## src/hw/set_ops_settings.svh

```systemverilog
`ifndef SET_OPS_SETTINGS_SVH
`define SET_OPS_SETTINGS_SVH

// Parallel response lanes
`define SET_OPS_LANES 4

// Data fields per packet, never fewer than the lanes
`define SET_OPS_FIELDS 8

// Field and metadata widths
`define SET_OPS_FIELD_W 32
`define SET_OPS_META_W 16

// Depth of the lane FIFOs and of the output FIFO
`define SET_OPS_FIFO_DEPTH 16

// Output FIFO occupancy that raises prog_full
`define SET_OPS_PROG_THRESH 8

`endif

```

## src/hw/set_ops_pkg.sv

```systemverilog
`default_nettype none

`include "set_ops_settings.svh"

package set_ops_pkg;

    // --------------------
    // Plain vectors
    // --------------------
    typedef logic [`SET_OPS_FIELD_W-1:0] field_t;
    typedef logic [`SET_OPS_META_W-1:0]  meta_t;
    typedef logic [`SET_OPS_LANES-1:0]   lane_mask_t;

    // --------------------
    // Packets
    // --------------------
    typedef struct packed {
        meta_t                           meta;
        field_t [`SET_OPS_FIELDS-1:0]    field;
    } payload_t;

    typedef struct packed {
        logic     valid;
        payload_t payload;
    } packet_t;

    // Configuration word, mask bit 0 selects the base lane
    typedef struct packed {
        logic       valid;
        lane_mask_t mask;
    } set_ops_cfg_t;

    // Generator control FSM
    typedef enum logic [3:0] {
        GEN_RESET,
        GEN_IDLE,
        GEN_WAIT_CFG,
        GEN_SETUP_TRANS,
        GEN_SETUP,
        GEN_START_TRANS,
        GEN_START,
        GEN_BUSY,
        GEN_PAUSE_TRANS,
        GEN_PAUSE,
        GEN_BUSY_TRANS
    } gen_state_t;

endpackage : set_ops_pkg

`default_nettype wire

```

## src/hw/set_ops_merge.sv

```systemverilog
`timescale 1ns/1ns
`default_nettype none

`include "set_ops_settings.svh"

module set_ops_merge
    import set_ops_pkg::*;
(
    input  logic       ap_clk,
    input  logic       areset_generator,
    input  packet_t    lane_out [`SET_OPS_LANES],
    input  lane_mask_t merge_mask,
    input  logic       request_ready,
    output packet_t    request_out,
    output logic       out_prog_full,
    output logic       out_empty
);

    localparam int DEPTH  = `SET_OPS_FIFO_DEPTH;
    localparam int THRESH = `SET_OPS_PROG_THRESH;
    localparam int PTR_W  = $clog2(DEPTH);

    typedef logic [PTR_W-1:0] ptr_t;
    typedef logic [PTR_W:0]   count_t;

    payload_t merged;
    packet_t  merge_reg;
    payload_t mem [DEPTH];
    ptr_t     wr_ptr;
    ptr_t     rd_ptr;
    count_t   count;
    logic     full;
    logic     wr_en;
    logic     rd_en;

    // --------------------
    // Field merge
    // --------------------

    // Lane 0 is the base packet
    always_comb begin
        merged = lane_out[0].payload;
        for (int j = 1; j < `SET_OPS_LANES; j++) begin
            if (merge_mask[j]) begin
                merged.field[j] = lane_out[j].payload.field[0];
            end
        end
    end

    // Masked lanes pop together, so lane 0 valid covers all of them
    always_ff @(posedge ap_clk) begin
        if (areset_generator) begin
            merge_reg.valid <= 1'b0;
        end else begin
            merge_reg.valid <= lane_out[0].valid;
        end
    end

    always_ff @(posedge ap_clk) begin
        merge_reg.payload <= merged;
    end

    // --------------------
    // Output FIFO, FWFT
    // --------------------
    assign full          = (count == count_t'(DEPTH));
    assign out_empty     = (count == '0);
    assign out_prog_full = (count >= count_t'(THRESH));
    assign wr_en         = merge_reg.valid && !full;
    assign rd_en         = request_ready && !out_empty;

    always_ff @(posedge ap_clk) begin
        if (wr_en) begin
            mem[wr_ptr] <= merge_reg.payload;
        end
    end

    always_ff @(posedge ap_clk) begin
        if (areset_generator) begin
            wr_ptr <= '0;
            rd_ptr <= '0;
            count  <= '0;
        end else begin
            if (wr_en) begin
                wr_ptr <= (wr_ptr == ptr_t'(DEPTH - 1)) ? '0 : wr_ptr + 1'b1;
            end
            if (rd_en) begin
                rd_ptr <= (rd_ptr == ptr_t'(DEPTH - 1)) ? '0 : rd_ptr + 1'b1;
            end
            case ({wr_en, rd_en})
                2'b10:   count <= count + 1'b1;
                2'b01:   count <= count - 1'b1;
                default: count <= count;
            endcase
        end
    end

    // Head entry is always visible, registered on pop
    always_ff @(posedge ap_clk) begin
        if (areset_generator) begin
            request_out.valid <= 1'b0;
        end else begin
            request_out.valid <= rd_en;
        end
    end

    always_ff @(posedge ap_clk) begin
        request_out.payload <= mem[rd_ptr];
    end

    no_write_when_full_a: assert property (@(posedge ap_clk) disable iff (areset_generator)
        lane_out[0].valid |=> !full);

endmodule : set_ops_merge

`default_nettype wire

```

## config.mk

```make
export PLATFORM = sky130hd
export DESIGN_NAME = set_ops_merge
export DESIGN_NICKNAME = d
export VERILOG_FILES = /design/src/hw/set_ops_pkg.sv /design/src/hw/set_ops_merge.sv
export VERILOG_INCLUDE_DIRS = /design/src /design/src/hw
export SDC_FILE = /design/constraint.sdc
export NUM_CORES = 2
export LEC_CHECK = 0
export BUFFER_PORTS_ARGS = -buffer_cell sky130_fd_sc_hd__buf_2
export CAP_MARGIN = 0
export CORE_MARGIN = 3
export CORE_UTILIZATION = 64
export CTS_CLUSTER_DIAMETER = 100
export DETAILED_ROUTE_END_ITERATION = 8
export PLACE_DENSITY = 0.84
export SYNTH_ARGS = -nofsm -noshare
export SYNTH_HDL_FRONTEND = slang
export SYNTH_MEMORY_MAX_BITS = 65536
export SYNTH_SLANG_ARGS = --single-unit
```

## constraint.sdc

```tcl
create_clock -name ap_clk -period 33.7 [get_ports ap_clk]
set_input_delay 8.425 -clock ap_clk [delete_from_list [all_inputs] [get_ports ap_clk]]
set_output_delay 8.425 -clock ap_clk [all_outputs]
set_load 0.01 [all_outputs]
```

==> results.cfg <==
[finish]
area_growth_pct = 12.9
final_common_cell = edfxtp_1
regArea_mm2 = 0.142
multi_input_area_mm2 = 0.0314
finalInstanceArea_mm2 = 0.197
fill_cells = 13100
layout.nets = 9340
final_cell_mix = 4352 x edfxtp_1, 1088 x mux4_2, 649 x buf_2
fin_cells = 12300
drive_gt1_share_pct = 30.7
largest_register_ffs = 4352

[sta]
finalCriticalPeriod_ps = 10790
finalCritPeriodShare_pct = 32.0
finalSetupViolCount = 0
tns_ps = 0
skew_ps = 89.5
finalMaxSlewViolations = 0
fmax_mhz = 92.7
holdWs_ps = 547
slew_headroom_pct = 16.5
rsz0062_at_grt = false
hold_viol_final = 0
worst_pin_slew_ps = 1250

[power_and_ir_drop]
peakVddDrop_mv = 0.0668
power.total_mw = 14.4
power.leakage_nw = 63.2
p_per_area_mw_per_mm2 = 72.9

[synth]
synth_top_family_by_area = multiplexers
yosysSeqAreaShare_pct = 81.1
netlist-cell-type-count = 38
syn_avg_cell_area_um2 = 23.7
synth_top_cell_by_area = edfxtp_1
synth_top_cell_area_share_pct = 74.7
post_synth_fa_ha_maj_area_fraction_pct = 0.0759
synthTopCellsByArea = edfxtp_1 75%, mux4_2 14%, dfxtp_1 6.4%
synthCells = 7387
synth.net_count = 8496
synthMuxAreaShare_pct = 14.7
synth-edff-count = 4352
synth-xor-area-share_pct = 0.0200
synthesis.area_mm2 = 0.175
ys_warn_count = 0
synthFlopType = edfxtp_1
synth_compound_area_share_pct = 2.41
synth-async-reset-ratio_pct = 0
ys_seq_elements = 4911
synthSimpleGateAreaFrac_pct = 0.719

[place]
place_inst = 11400
place_hpwl_um = 224000
portBuffers = 649
place_area_mm2 = 0.182
gp_congestion = 0.805

[route]
viasPerCell = 7.26
drt-initial-drc-count = 15100
drc_errors = 0
num_vias = 89000
drt_wl_total_um = 493000
ant_nets = 0
wl_per_cell_um = 40.2
first_pass_iters = 7

[cts]
cts.sinks = 4911
cts_setup_buffers = 0
htree_levels = 5
hold_buffers = 0
tritoncts = done
path_clk_slew_ps = 60
clkLatencyLatePin_ps = 990
numCtsBuffers = 448
ctsResizeCount = 0
cts_root_buffer = clkbuf_16
clk_path_buf_depth = 4

[setup_path]
critPathBufInv = 1
critPathMaxStageDelay_ps = 660
cp_max_fo = 5
r2r-end = request_out[58]$_DFF_P_
path_class = flop to primary output
crit_path_start_kind = flop
reg2reg_depth = 8
cpMaxStageDelayCell = or4_1
cp.arrival_ps = 2370
path_delay_family = simple AND/OR/NAND/NOR gates
reg2reg_setup_slack_ps = 27180
crit_path_end_kind = primary output
crit_chain = or4_1 > nor2_1 > buf_2
required_ps = 25270
r2r-start = rd_ptr[1]$_SDFFE_PP0P_

[die]
die-area_mm2 = 0.279
die_width_um = 529
core.rowCount = 191
core_mm2 = 0.271
die_h_um = 529
io_pins = 1374
start_util_pct = 64.5

[global_route]
grt_max_degree = 154
grt_antenna_before_repair = 81
grt_overflow = 0
grt_usage_pct = 35.5
grt_pass1_vias = 92100
grt_pass1_wl_um = 696000

[worst_hold_path]
holdCritPathClass = flop to flop
hold_path_end = count[2]$_SDFFE_PP0P_
holdPathStages = 2
min_from = count[2]$_SDFFE_PP0P_

[status]
outcome = finished, final reports clean

[flow_run]
cap_violations = 0
metrics by stage:
| stage | setup slack [ps] | util (%) |
|---|---|---|
| after floorplan | 13070 | - |
| after global placement | 23340 | 67.2 |
| after detailed placement | 23310 | 67.2 |
| after CTS | 22840 | 72.7 |
| after global routing | 22840 | 72.7 |
| final | 22910 | 72.8 |
synth_stat cells (2+ instances only):
cell type     n
a41oi_1       2
mux2i_1       5
buf_1        72
edfxtp_1   4352
inv_1         5
a21o_1        2
nor3_1        4
xor2_1        3
or4_1         2
nand2_1     277
a22oi_1     544
buf_4        24
buf_2       102
o21a_1        2
buf_6         2
nor2_1       26
nand2b_1      2
dfxtp_1     559
ha_1          9
nor2b_1       4
mux2_2       96
a21oi_1       7
clkbuf_1    183
o211ai_1      2
mux4_2     1088
worst min-delay path, cell delays in order, from the launching register on:
cell     delay, ps
dfxtp_1        360
a21oi_1         80
nor2_1          70
routing by layer:
layer / global-route usage (%) / share of wire, % / up-vias
li1: - / - / 33000
met1: 45.3 / 31 / 45500
met2: 55.3 / 48 / 8728
met3: 10.8 / 15 / 1782
met4: 19.7 / 6.5 / 50
met5: 0 / 0.064 / -
worst max path at each step:
stage	end	slack, ps	startpoint	depth (start not counted)
after floorplan	mem[0][0]$_DFFE_PP_	13070	count[0]$_SDFFE_PP0P_	5
after global placement	count[4]$_SDFFE_PP0P_	23340	request_ready	8
after detailed placement	count[4]$_SDFFE_PP0P_	23310	request_ready	8
after CTS	out_empty	22840	count[0]$_SDFFE_PP0P_	3
after global routing	out_empty	22840	count[0]$_SDFFE_PP0P_	3
final	out_empty	22910	count[0]$_SDFFE_PP0P_	3
power by group:
part | total (mW) | switching (mW) | internal [mW]
Clock | 5.23 | 2.34 | 2.89
Combinational | 2.07 | 1.10 | 0.973
Sequential | 7.09 | 0.254 | 6.83
Total | 14.4 | 3.69 | 10.7
logic make-up after synthesis:
| family | after synthesis |
|---|---|
| mux | 1189 |
| compound gates | 563 |
| fa+ha+maj | 10 |
| flops | 4911 |
| simple gates | 322 |
| buf+inv | 388 |
| xor+xnor | 4 |
final cells by class:
class	count	share of cell area [%]
sequential	4911	71.9
tap	3570	2.26
clock inverter	182	1.06
inverter	5	0.00951
antenna	52	0.0659
multi-input combinational	2088	15.9
timing repair buffer	777	2.30
clock buffer	668	6.50
No activity file was read; power rests on OpenSTA's default activity.
