[src/hw/set_ops_settings.svh]
`ifndef SET_OPS_SETTINGS_SVH
`define SET_OPS_SETTINGS_SVH

// Parallel response lanes
`define SET_OPS_LANES 4

// Data fields per packet, never fewer than the lanes
`define SET_OPS_FIELDS 8

// Field and metadata widths
`define SET_OPS_FIELD_W 32
`define SET_OPS_META_W 16

// Depth of the lane FIFOs and of the output FIFO
`define SET_OPS_FIFO_DEPTH 16

// Output FIFO occupancy that raises prog_full
`define SET_OPS_PROG_THRESH 8

`endif

[src/hw/set_ops_pkg.sv]
`default_nettype none

`include "set_ops_settings.svh"

package set_ops_pkg;

    // --------------------
    // Plain vectors
    // --------------------
    typedef logic [`SET_OPS_FIELD_W-1:0] field_t;
    typedef logic [`SET_OPS_META_W-1:0]  meta_t;
    typedef logic [`SET_OPS_LANES-1:0]   lane_mask_t;

    // --------------------
    // Packets
    // --------------------
    typedef struct packed {
        meta_t                           meta;
        field_t [`SET_OPS_FIELDS-1:0]    field;
    } payload_t;

    typedef struct packed {
        logic     valid;
        payload_t payload;
    } packet_t;

    // Configuration word, mask bit 0 selects the base lane
    typedef struct packed {
        logic       valid;
        lane_mask_t mask;
    } set_ops_cfg_t;

    // Generator control FSM
    typedef enum logic [3:0] {
        GEN_RESET,
        GEN_IDLE,
        GEN_WAIT_CFG,
        GEN_SETUP_TRANS,
        GEN_SETUP,
        GEN_START_TRANS,
        GEN_START,
        GEN_BUSY,
        GEN_PAUSE_TRANS,
        GEN_PAUSE,
        GEN_BUSY_TRANS
    } gen_state_t;

endpackage : set_ops_pkg

`default_nettype wire

[src/hw/set_ops_ctrl.sv]
`timescale 1ns/1ns
`default_nettype none

`include "set_ops_settings.svh"

module set_ops_ctrl
    import set_ops_pkg::*;
(
    input  logic         ap_clk,
    input  logic         areset_generator,
    input  set_ops_cfg_t cfg_in,
    input  logic         cfg_ready,
    input  lane_mask_t   lane_empty,
    input  lane_mask_t   lane_ready,
    input  logic         out_prog_full,
    input  logic         out_empty,
    output lane_mask_t   lane_pop,
    output lane_mask_t   merge_mask,
    output logic         cfg_setup,
    output logic         done
);

    gen_state_t   state;
    gen_state_t   next_state;
    set_ops_cfg_t cfg_reg;
    lane_mask_t   mask_reg;
    lane_mask_t   lane_avail;
    logic         pop_en;
    logic         done_state;
    logic [1:0]   pop_hist;

    // --------------------
    // Configuration input
    // --------------------
    always_ff @(posedge ap_clk) begin
        if (areset_generator) begin
            cfg_reg.valid <= 1'b0;
        end else begin
            cfg_reg.valid <= cfg_in.valid;
        end
    end

    always_ff @(posedge ap_clk) begin
        cfg_reg.mask <= cfg_in.mask;
    end

    // --------------------
    // Control FSM
    // --------------------
    always_ff @(posedge ap_clk) begin
        if (areset_generator) begin
            state <= GEN_RESET;
        end else begin
            state <= next_state;
        end
    end

    always_comb begin
        next_state = state;
        case (state)
            GEN_RESET:       next_state = GEN_IDLE;
            GEN_IDLE:        next_state = GEN_WAIT_CFG;
            GEN_WAIT_CFG: begin
                if (cfg_ready) begin
                    next_state = GEN_SETUP_TRANS;
                end
            end
            GEN_SETUP_TRANS: next_state = GEN_SETUP;
            GEN_SETUP: begin
                if (cfg_reg.valid) begin
                    next_state = GEN_START_TRANS;
                end
            end
            GEN_START_TRANS: next_state = GEN_START;
            GEN_START:       next_state = GEN_BUSY;
            GEN_BUSY: begin
                if (out_prog_full) begin
                    next_state = GEN_PAUSE_TRANS;
                end
            end
            GEN_PAUSE_TRANS: next_state = GEN_PAUSE;
            GEN_PAUSE: begin
                if (!out_prog_full) begin
                    next_state = GEN_BUSY_TRANS;
                end
            end
            GEN_BUSY_TRANS:  next_state = GEN_BUSY;
            default:         next_state = GEN_RESET;
        endcase
    end

    // Pops open one state before done may be reported
    always_comb begin
        pop_en     = 1'b0;
        done_state = 1'b0;
        case (state)
            GEN_START_TRANS: pop_en = 1'b1;
            GEN_START, GEN_BUSY, GEN_PAUSE_TRANS, GEN_PAUSE, GEN_BUSY_TRANS: begin
                pop_en     = 1'b1;
                done_state = 1'b1;
            end
            default:         pop_en = 1'b0;
        endcase
    end

    // Mask latched once per configuration
    always_ff @(posedge ap_clk) begin
        if (areset_generator) begin
            mask_reg <= {`SET_OPS_LANES{1'b1}};
        end else if (state == GEN_SETUP && cfg_reg.valid) begin
            mask_reg <= cfg_reg.mask;
        end
    end

    assign merge_mask = mask_reg;

    // --------------------
    // Pop decision
    // --------------------
    assign lane_avail = ~lane_empty & lane_ready;

    // All masked lanes together or none
    always_comb begin
        if (pop_en && !out_prog_full && ((lane_avail & mask_reg) == mask_reg)) begin
            lane_pop = mask_reg;
        end else begin
            lane_pop = '0;
        end
    end

    // Recent pops are still between lane and output FIFO
    always_ff @(posedge ap_clk) begin
        if (areset_generator) begin
            cfg_setup <= 1'b0;
            pop_hist  <= '0;
            done      <= 1'b0;
        end else begin
            cfg_setup <= (state == GEN_SETUP_TRANS);
            pop_hist  <= {pop_hist[0], |lane_pop};
            done      <= done_state && (&lane_empty) && out_empty && !(|pop_hist);
        end
    end

    mask_base_lane_a: assert property (@(posedge ap_clk) disable iff (areset_generator)
        (state == GEN_SETUP && cfg_reg.valid) |=> mask_reg[0]);

endmodule : set_ops_ctrl

`default_nettype wire

[config.mk]
export PLATFORM = sky130hd
export DESIGN_NAME = set_ops_ctrl
export DESIGN_NICKNAME = d
export VERILOG_FILES = /design/src/hw/set_ops_pkg.sv /design/src/hw/set_ops_ctrl.sv
export VERILOG_INCLUDE_DIRS = /design/src /design/src/hw
export SDC_FILE = /design/constraint.sdc
export NUM_CORES = 1
export LEC_CHECK = 0
export BUFFER_PORTS_ARGS = -buffer_cell sky130_fd_sc_hd__buf_2
export CAP_MARGIN = 20
export CORE_UTILIZATION = 41
export CTS_BUF_LIST = sky130_fd_sc_hd__clkbuf_16
export DETAILED_ROUTE_END_ITERATION = 10
export PLACE_DENSITY = 0.7
export SLEW_MARGIN = 20
export SYNTH_ARGS = -nofsm -noshare
export SYNTH_HDL_FRONTEND = slang
export SYNTH_SLANG_ARGS = --single-unit
[constraint.sdc]
create_clock -name ap_clk -period 1.5 [get_ports ap_clk]
set_input_delay 0.3 -clock ap_clk [delete_from_list [all_inputs] [get_ports ap_clk]]
set_output_delay 0.3 -clock ap_clk [all_outputs]
set_load 0.02 [all_outputs]
==> results.yml <==
clock_tree:
  cts_hold_buffers: 0
  clkTransAtPathRegs_ns: 0.05
  cts_buffers: 3
  cts_buffer_depth: 2
  clock-sinks: 17
  clk_latency_ns: 0.25
  ctsRootBufferMaster: "clkbuf_16"
  htreeDepth: 1
  cts_tree: "built"
flow_run:
  drv_cap: 0
sta:
  period_minus_slack_ns: 1.812
  finalHoldViolations: 0
  slew_headroom_pct: 71.76
  rsz0062_at_grt: "yes"
  worst_slew_pin_slew_ns: 0.4197
  finClkSkew_ns: 0.0009442
  maxSlewViolCount: 0
  fin_crit_sh_pct: 120.8
  setup_slack_ns: -0.3119
  fin_hold_ws_ns: 0.1502
  final-setup-viol-count: 6
  fmax_mhz: 551.9
  setup_tns_ns: -1.167
routing:
  dr.pass1.iters: 4
  drc: 0
  vias: 814
  drt_wl_total_um: 2138
  vias_per_cell: 5.119
  drt_iter0_drc: 18
  antenna_left: 0
  wl_per_cell_um: 13.45
setup_path:
  crit_path_max_fanout: 7
  critical_path_class: "reg2out"
  end_kind: "primary output"
  required_ns: 1.20
  cp-start-kind: "register"
  crit_arrival_ns: 1.51
synthesis:
  synthMuxAreaShare_pct: 0
  synth_fa_ha_area_share_pct: 0
  syn_area_sq_um: 794.5
  synth-compound-area-share_pct: 19.37
  synth_seq_cells: 17
  yosys_warnings: 0
  yosysSeqAreaShare_pct: 42.83
  synth_simple_gate_area_share_pct: 26.46
  netlist_instances: 87
  synth_xor_area_share_pct: 1.102
  ys_types: 32
  avgSynthCellArea_sq_um: 9.132
  syn-num-nets: 105
  synth_top_family_by_area: "simple AND/OR/NAND/NOR gates"
die:
  num_rows: 15
  die_x_um: 46.02
  die-area_sq_um: 2118
  pin_count: 28
  core_area_sq_um: 1764
  die_h_um: 46.02
  start_util_pct: 45.04
grt:
  grtUsageTotal_pct: 21.06
  grt_pass1_vias: 736
  antenna_found_initial: 0
  grt_overflow: 0
  grt_pass1_wl_um: 3132
  grt_max_degree: 13
finish:
  antenna_cells: 0
  multi_input_area_sq_um: 406.6
  drive_above_1_share_pct: 50.75
  largest_register_ff_count: 5
  nets: 153
  syn2layout_area_growth_pct: 52.28
  fill_cells: 149
  seq_area_sq_um: 347.8
  stdcell_count: 159
power_and_ir_drop:
  max-vdd-ir-drop_mv: 0.6750
  leakagePower_uw: 0.0006020
  p_total_uw: 1207
  p_per_area_nw_per_um2: 997.8
placed_design:
  gp_congestion: 0.8276
  dpl.cell_count: 149
  port_buffers: 27
  dp_hpwl_um: 1316
status:
  violations: "negative setup slack"
  status: "finished, violations left"
hold_path:
  hold_class: "in2reg"
path summary, 6_finish.rpt:
kind	start	slack, ns	cells after the start	end
worst max-delay path	state[3]	-0.31	5	lane_pop[2]
worst min-delay path	cfg_in[2]	0.15	1	cfg_reg[2]
worst max register to register	state[2]	-0.02	5	state[0]
worst min register to register	pop_hist[0]	0.46	1	pop_hist[1]
cell usage in the layout (no fill, tap or decap), types with 4 or more instances in the layout:
| cell type | instances |
|---|---|
| inv_1 | 10 |
| buf_4 | 21 |
| dfxtp_1 | 13 |
| nor2_1 | 11 |
| buf_2 | 23 |
| a211o_1 | 4 |
cell usage after synthesis:
cell type	number	share of area (%)
buf_6	2	2.8
and3b_1	1	1.1
o21ai_0	3	1.9
a21o_1	1	0.95
a2111oi_0	1	1.1
nor2_1	12	5.7
or4b_2	1	1.3
and2_2	1	0.95
a211oi_2	1	1.6
o22a_1	1	1.1
a2111o_2	1	1.6
nand2b_1	5	3.9
nor2b_1	2	1.6
buf_4	1	0.95
nand2_1	2	0.95
nor3_1	4	2.5
or4b_4	1	1.7
clkbuf_8	1	1.7
a21oi_4	1	2.0
a221oi_1	1	1.1
nor4_1	1	0.79
o21a_1	1	0.95
o22ai_1	1	0.79
a211o_1	4	4.4
a21oi_1	3	1.9
nand4b_1	2	2.2
nor3_2	1	1.3
nand4_1	2	1.6
and2b_1	1	0.95
xor2_1	1	1.1
dfxtp_1	17	43
inv_1	10	4.7
repair_timing:
action,in CTS,in global routing
pin swaps,3,7
gates cloned,0,0
endpoints found under the setup margin,6,6
gates resized for setup,12,8
setup buffers,3,3
worst max-delay path, cell delays in order, from the launching register on:
cell      delay (ns)
dfxtp_2         0.43
nand2b_4        0.07
o22ai_2         0.16
nand4_1         0.23
nor2_1          0.20
buf_4           0.17
power by group:
part	internal, uW	total (uW)	switching (uW)
registers	474	494	19.9
logic	98.7	183	84.1
clock network	357	530	173
layer usage:
metal / global-route usage, % / part of all wire [%] / up-vias
li1: - / - / 396
met1: 26.15 / 42 / 376
met2: 33.80 / 51 / 36
met3: 4.365 / 5.4 / 6
met4: 11.18 / 2.1 / 0
met5: 0 / 0 / -
cell families after synthesis:
family | after synthesis
simple gates | 36
compound gates | 19
flops | 17
buf+inv | 14
xor+xnor | 1
stage by stage:
stage	util [%]	setup WS [ns]	cell area [sq um]
after floorplan	-	-0.03290	794.5
after global placement	57.94	-0.1084	1022
after detailed placement	57.94	-0.1619	1022
after CTS	65.60	-0.2786	1157
after global routing	68.58	-0.3773	1210
final	68.58	-0.3119	1210
layout make-up:
cell class	count	area share [%]
multi-input cells	56	33.61
flip-flops and latches	17	28.75
repair buffers	47	25.34
clock buffers	3	6.205
inverters	10	3.102
well taps	25	2.585
clock inverters	1	0.4137
Power figures use the tool's default switching activity.
