===== config.mk =====
export PLATFORM = sky130hd
export DESIGN_NAME = set_ops_lane_fifo
export DESIGN_NICKNAME = d
export VERILOG_FILES = /design/src/hw/set_ops_pkg.sv /design/src/hw/set_ops_lane_fifo.sv
export VERILOG_INCLUDE_DIRS = /design/src /design/src/hw
export SDC_FILE = /design/constraint.sdc
export NUM_CORES = 2
export LEC_CHECK = 0
export BUFFER_PORTS_ARGS = -buffer_cell sky130_fd_sc_hd__clkbuf_2
export CORE_MARGIN = 8
export CORE_UTILIZATION = 60
export DETAILED_ROUTE_END_ITERATION = 6
export PLACE_DENSITY = 0.79
export SYNTH_ARGS = -nofsm -noshare
export SYNTH_HDL_FRONTEND = slang
export SYNTH_MEMORY_MAX_BITS = 65536
export SYNTH_SLANG_ARGS = --single-unit

===== constraint.sdc =====
create_clock -name ap_clk -period 28.9 [get_ports ap_clk]
set_input_delay 0 -clock ap_clk [delete_from_list [all_inputs] [get_ports ap_clk]]
set_output_delay 0 -clock ap_clk [all_outputs]
set_load 0.03 [all_outputs]

===== src/hw/set_ops_settings.svh =====
`ifndef SET_OPS_SETTINGS_SVH
`define SET_OPS_SETTINGS_SVH

// Parallel response lanes
`define SET_OPS_LANES 4

// Data fields per packet, never fewer than the lanes
`define SET_OPS_FIELDS 8

// Field and metadata widths
`define SET_OPS_FIELD_W 32
`define SET_OPS_META_W 16

// Depth of the lane FIFOs and of the output FIFO
`define SET_OPS_FIFO_DEPTH 16

// Output FIFO occupancy that raises prog_full
`define SET_OPS_PROG_THRESH 8

`endif


===== src/hw/set_ops_pkg.sv =====
`default_nettype none

`include "set_ops_settings.svh"

package set_ops_pkg;

    // --------------------
    // Plain vectors
    // --------------------
    typedef logic [`SET_OPS_FIELD_W-1:0] field_t;
    typedef logic [`SET_OPS_META_W-1:0]  meta_t;
    typedef logic [`SET_OPS_LANES-1:0]   lane_mask_t;

    // --------------------
    // Packets
    // --------------------
    typedef struct packed {
        meta_t                           meta;
        field_t [`SET_OPS_FIELDS-1:0]    field;
    } payload_t;

    typedef struct packed {
        logic     valid;
        payload_t payload;
    } packet_t;

    // Configuration word, mask bit 0 selects the base lane
    typedef struct packed {
        logic       valid;
        lane_mask_t mask;
    } set_ops_cfg_t;

    // Generator control FSM
    typedef enum logic [3:0] {
        GEN_RESET,
        GEN_IDLE,
        GEN_WAIT_CFG,
        GEN_SETUP_TRANS,
        GEN_SETUP,
        GEN_START_TRANS,
        GEN_START,
        GEN_BUSY,
        GEN_PAUSE_TRANS,
        GEN_PAUSE,
        GEN_BUSY_TRANS
    } gen_state_t;

endpackage : set_ops_pkg

`default_nettype wire


===== src/hw/set_ops_lane_fifo.sv =====
`timescale 1ns/1ns
`default_nettype none

`include "set_ops_settings.svh"

module set_ops_lane_fifo
    import set_ops_pkg::*;
(
    input  logic    ap_clk,
    input  logic    areset_generator,
    input  packet_t response_in,
    input  logic    pop,
    output packet_t lane_out,
    output logic    empty
);

    localparam int DEPTH = `SET_OPS_FIFO_DEPTH;
    localparam int PTR_W = $clog2(DEPTH);

    typedef logic [PTR_W-1:0] ptr_t;
    typedef logic [PTR_W:0]   count_t;

    packet_t  in_reg;
    payload_t mem [DEPTH];
    payload_t rd_data;
    ptr_t     wr_ptr;
    ptr_t     rd_ptr;
    count_t   count;
    logic     full;
    logic     wr_en;
    logic     rd_en;
    logic     rd_valid;

    // Input staging register
    always_ff @(posedge ap_clk) begin
        if (areset_generator) begin
            in_reg.valid <= 1'b0;
        end else begin
            in_reg.valid <= response_in.valid;
        end
    end

    always_ff @(posedge ap_clk) begin
        in_reg.payload <= response_in.payload;
    end

    // --------------------
    // Circular buffer
    // --------------------
    assign full  = (count == count_t'(DEPTH));
    assign empty = (count == '0);
    assign wr_en = in_reg.valid && !full;
    assign rd_en = pop && !empty;

    always_ff @(posedge ap_clk) begin
        if (wr_en) begin
            mem[wr_ptr] <= in_reg.payload;
        end
        if (rd_en) begin
            rd_data <= mem[rd_ptr];
        end
    end

    always_ff @(posedge ap_clk) begin
        if (areset_generator) begin
            wr_ptr   <= '0;
            rd_ptr   <= '0;
            count    <= '0;
            rd_valid <= 1'b0;
        end else begin
            if (wr_en) begin
                wr_ptr <= (wr_ptr == ptr_t'(DEPTH - 1)) ? '0 : wr_ptr + 1'b1;
            end
            if (rd_en) begin
                rd_ptr <= (rd_ptr == ptr_t'(DEPTH - 1)) ? '0 : rd_ptr + 1'b1;
            end
            case ({wr_en, rd_en})
                2'b10:   count <= count + 1'b1;
                2'b01:   count <= count - 1'b1;
                default: count <= count;
            endcase
            rd_valid <= rd_en;
        end
    end

    // Read data one cycle after the pop
    assign lane_out.valid   = rd_valid;
    assign lane_out.payload = rd_data;

    no_write_when_full_a: assert property (@(posedge ap_clk) disable iff (areset_generator)
        response_in.valid |=> !full);

    // Pops come from the controller and must never hit an empty lane
    pop_nonempty_a: assert property (@(posedge ap_clk) disable iff (areset_generator)
        pop |-> !empty);

endmodule : set_ops_lane_fifo

`default_nettype wire


==> out/summary.md <==
In this run the horizontal extent of the chip is 558 um. Classification of the worst-slack hold path: in2reg. For this run, the register share of the synthesized area comes to 81.9%.

Entering global routing, the biggest net connects 155 pins. The tool flagged a number of max-cap violations equal to 0. The category of the worst setup path capture point is a flip-flop. The slew of the pin with the lowest slew margin works out to 1280 ps. 550 I/O pins were placed. The cell at the root of the clock tree is sky130_fd_sc_hd__clkbuf_16.

The routed layout has 88,200 vias. After clock tree synthesis, the clock-pin slew on the worst setup and hold paths is 70 ps. Counting along the longest clock path gives a buffer depth of 4.

The highest fanout seen on the critical path is 47. The relative area change from synthesis to final layout was 15.9%. The tools report the area used by multi-input combinational logic as 0.0303 mm^2. The global-route track usage on met1 was 37.3%; the first-pass detailed-route iteration total was 6. Traced cell by cell, the critical path runs through or4_1, o21a_1, nand2_1, nor2_4, buf_4, buf_4, buf_4, buf_4, buf_4. The final layout contains 8,901 nets.

The logs give 5 for the H-tree depth and 0 for the buffers inserted during post-CTS setup optimization. The number of gates resized after CTS was 0. The tools report the met3 layer usage reported by global route as 5.33%. The global-route wire length before repair was 663,000 um.

The number of port buffers was 549. In the global route stage, overall resource usage came out at 29.6%. The shortest period the worst path allows works out to 5910 ps.

The die covers 0.312 mm^2. In this run, synthesis produced a sequential element count of 4,911. The number of hold violations in the final report was 0; the maximum cell stage delay along the critical path was 880 ps. The flow ran to the end, and the final reports show no timing, DRC or antenna violations. Share of cell area taken by muxes after synthesis: 13.9%. The cell area that synthesis handed to floorplanning was 0.177 mm^2. Grouping stages by cell kind, the critical path spends the most delay in buffers and inverters. The unique cell type count in the Yosys netlist was 35.

When the netlist entered floorplanning its net count stood at 7,565. The number of clock buffers added by TritonCTS is 452. In the final layout, flip-flops and latches occupy 0.145 mm^2. The register with the most flip-flops in the layout has 4,352 of them. The number of buffers and inverters on the critical path is 5.

Hold repair after CTS inserted 552 buffers. For this design the ratio of total power to cell area is 83.7 mW/mm^2. The setup slack after layout is 22,990 ps. The leakage power total was 65.2 nW. The starting utilization of the core area is 60.2%.

The global-route track usage on met2 is 50.2%, and the number of clock sinks is 4,911. The core region is 0.293 mm^2. Setup violations remaining at the end of the flow were counted as 0.

The fraction of the mapped netlist area in simple logic gates was 0.708%; the number of antenna-violating nets in the routed design was 0. For this block, the routed nets add up to 467,000 um of wire. For the worst slew margin relative to its limit, the log shows 14.6%. For this design, the slowest cell found on the critical path is sky130_fd_sc_hd__buf_4. The logs give 0 for the DRC violation count after routing and 92,800 for the via count of the first global-routing pass.

For this run the aggregate overflow at the end of global routing stands at 0. For this block, the initial DRC count from the detailed router was 12,200. Once layout is complete, the utilization of the core stands at 69.8%.

The setup TNS was 0 ps. Counting the fill cells in the layout gives 16,000. The number of antenna violations at the first check in global routing was 13. The HPWL after detailed placement was 205,000 um; the ratio of final minimum period to clock period was 20.5%.

The data arrival time at the worst-slack endpoint is 6460 ps. TritonCTS built the clock tree. The required time of the critical path was 29,450 ps; the final setup skew was 68.2 ps. The kind of critical path was reg2reg. Cells with a size suffix above 1 make up 27.7% of the layout. The count of pins over their slew limit was 0. The synthesized netlist cell count was 7,279; the post-synthesis compound-gate area fraction was 2.39%.

The floorplan has 199 rows. For the global placement routability congestion, the log shows 0.765. Setup repair after global routing left no endpoint under its margin. Averaged over all synthesized cells, the footprint is 24.2 um^2. The run gives 78.9 uV as the worst supply voltage drop on vdd. The worst setup slack before clock tree synthesis is 23,150 ps. The layer with the highest usage after global routing was met2.

Dividing the detail-routed via count by the number of cells gives 6.81. The Yosys step of the flow raised 0 warnings. After synthesis, the largest family of logic cells by area is multiplexers. Summing the areas of all xor and xnor instances in the mapped netlist gives 0.0198% of the synthesized area. STA classifies the critical path startpoint as a flip-flop. The floorplan step set the die height to 558 um. The cell that appears most often on the critical path is sky130_fd_sc_hd__buf_4.

Based on the critical path, the design can be clocked at up to 0.169 GHz. Dividing the detail-routed wire length by the instance count gives 36.1 um. At the later pin of the worst-skew pair, clock insertion delay measures 970 ps.

The total chip power was 0.0171 W; the adder-cell share of the synthesized area was 0.0751%.
[routing by layer]
metal / wire length (um) / vias to the layer above
met5: 17 / -
met4: 26700 / 2
met3: 51200 / 1376
met2: 237000 / 7147
met1: 152000 / 45900
li1: - / 33800
[where the power goes]
group	switching [W]	leakage [nW]	internal, W
logic	0.00151	13.7	0.00117
clock network	0.00269	7.36	0.00338
registers	0.000266	44.1	0.00812
total	0.00446	65.2	0.0127
[Yosys cell counts (all sizes together)]
cell type     n  share of area [%]
a211oi        1             0.0043
a21o          2             0.0085
a21oi         7              0.020
a22oi       544                2.3
a311oi        1             0.0050
a31oi         1             0.0035
a41oi         2             0.0099
and2          1             0.0035
and3          1             0.0035
buf         192               0.58
clkbuf      180               0.38
dfxtp       287                3.3
edfxtp     4624                 79
fa            1              0.011
ha            9              0.064
inv           5              0.011
mux2i         5              0.028
mux4       1088                 14
nand2       277               0.59
nand2b        2             0.0071
nand3         1             0.0028
nor2         26              0.055
nor2b         4              0.014
nor3          4              0.011
nor4          1             0.0035
nor4bb        1             0.0057
o211ai        2             0.0085
o21a          2             0.0085
o31ai         1             0.0043
or3           1             0.0035
or4           2             0.0085
xnor2         1             0.0050
xor2          3              0.015
[worst min-delay path, stage by stage]
cell and delay, ps:
sky130_fd_sc_hd__dlygate4sd3_1 520, sky130_fd_sc_hd__clkbuf_2 90, sky130_fd_sc_hd__dlygate4sd3_1 530
[placed cells by master, fill, tap and decap left out, types with 54 or more instances in the layout]
master,n
sky130_fd_sc_hd__clkinv_2,87
sky130_fd_sc_hd__clkbuf_1,110
sky130_fd_sc_hd__clkinv_1,54
sky130_fd_sc_hd__clkbuf_8,59
sky130_fd_sc_hd__buf_4,133
sky130_fd_sc_hd__nand2_1,277
sky130_fd_sc_hd__dlygate4sd3_1,552
sky130_fd_sc_hd__edfxtp_1,4624
sky130_fd_sc_hd__dfxtp_1,285
sky130_fd_sc_hd__a22oi_1,544
sky130_fd_sc_hd__mux4_2,1088
sky130_fd_sc_hd__clkbuf_2,549
sky130_fd_sc_hd__clkbuf_16,453
[final cells by class]
cell class / instances / area share (%)
diodes: 15 / 0.0183
well taps: 3919 / 2.40
flip-flops and latches: 4911 / 70.7
clock buffers: 622 / 6.14
multi-input cells: 1991 / 14.8
repair buffers: 1254 / 4.73
inverters: 5 / 0.00917
clock inverters: 228 / 1.24
[final timing paths]
check / startpoint / end / slack (ps) / depth (start not counted)
worst min-delay path: response_in[78] / in_reg[78] / 190 / 3
worst max register to register: count[0] / mem[14][45] / 22990 / 9
worst min register to register: count[2] / count[2] / 600 / 2
worst max-delay path: count[0] / mem[14][45] / 22990 / 9
[stage by stage]
stage	hold slack [ps]	instance area, um^2	cells
finish	186	205000	12900
global route	169	205000	12900
CTS	91.8	205000	12900
detailed placement	104	184000	11500
global placement	102	184000	11500
floorplan	27.7	177000	7279
[cells by family (layout without fill, tap and decap cells)]
kind of cell	after synthesis	in the layout
adders and majority gates	10	10
other	0	15
xor gates and xnor gates	4	4
and+or+nand+nor	321	321
AOI/OAI and AO/OA	563	563
buffers and inverters	377	2109
muxes	1093	1093
DFF	4911	4911
Note: power is estimated with default switching activity, not from simulation.
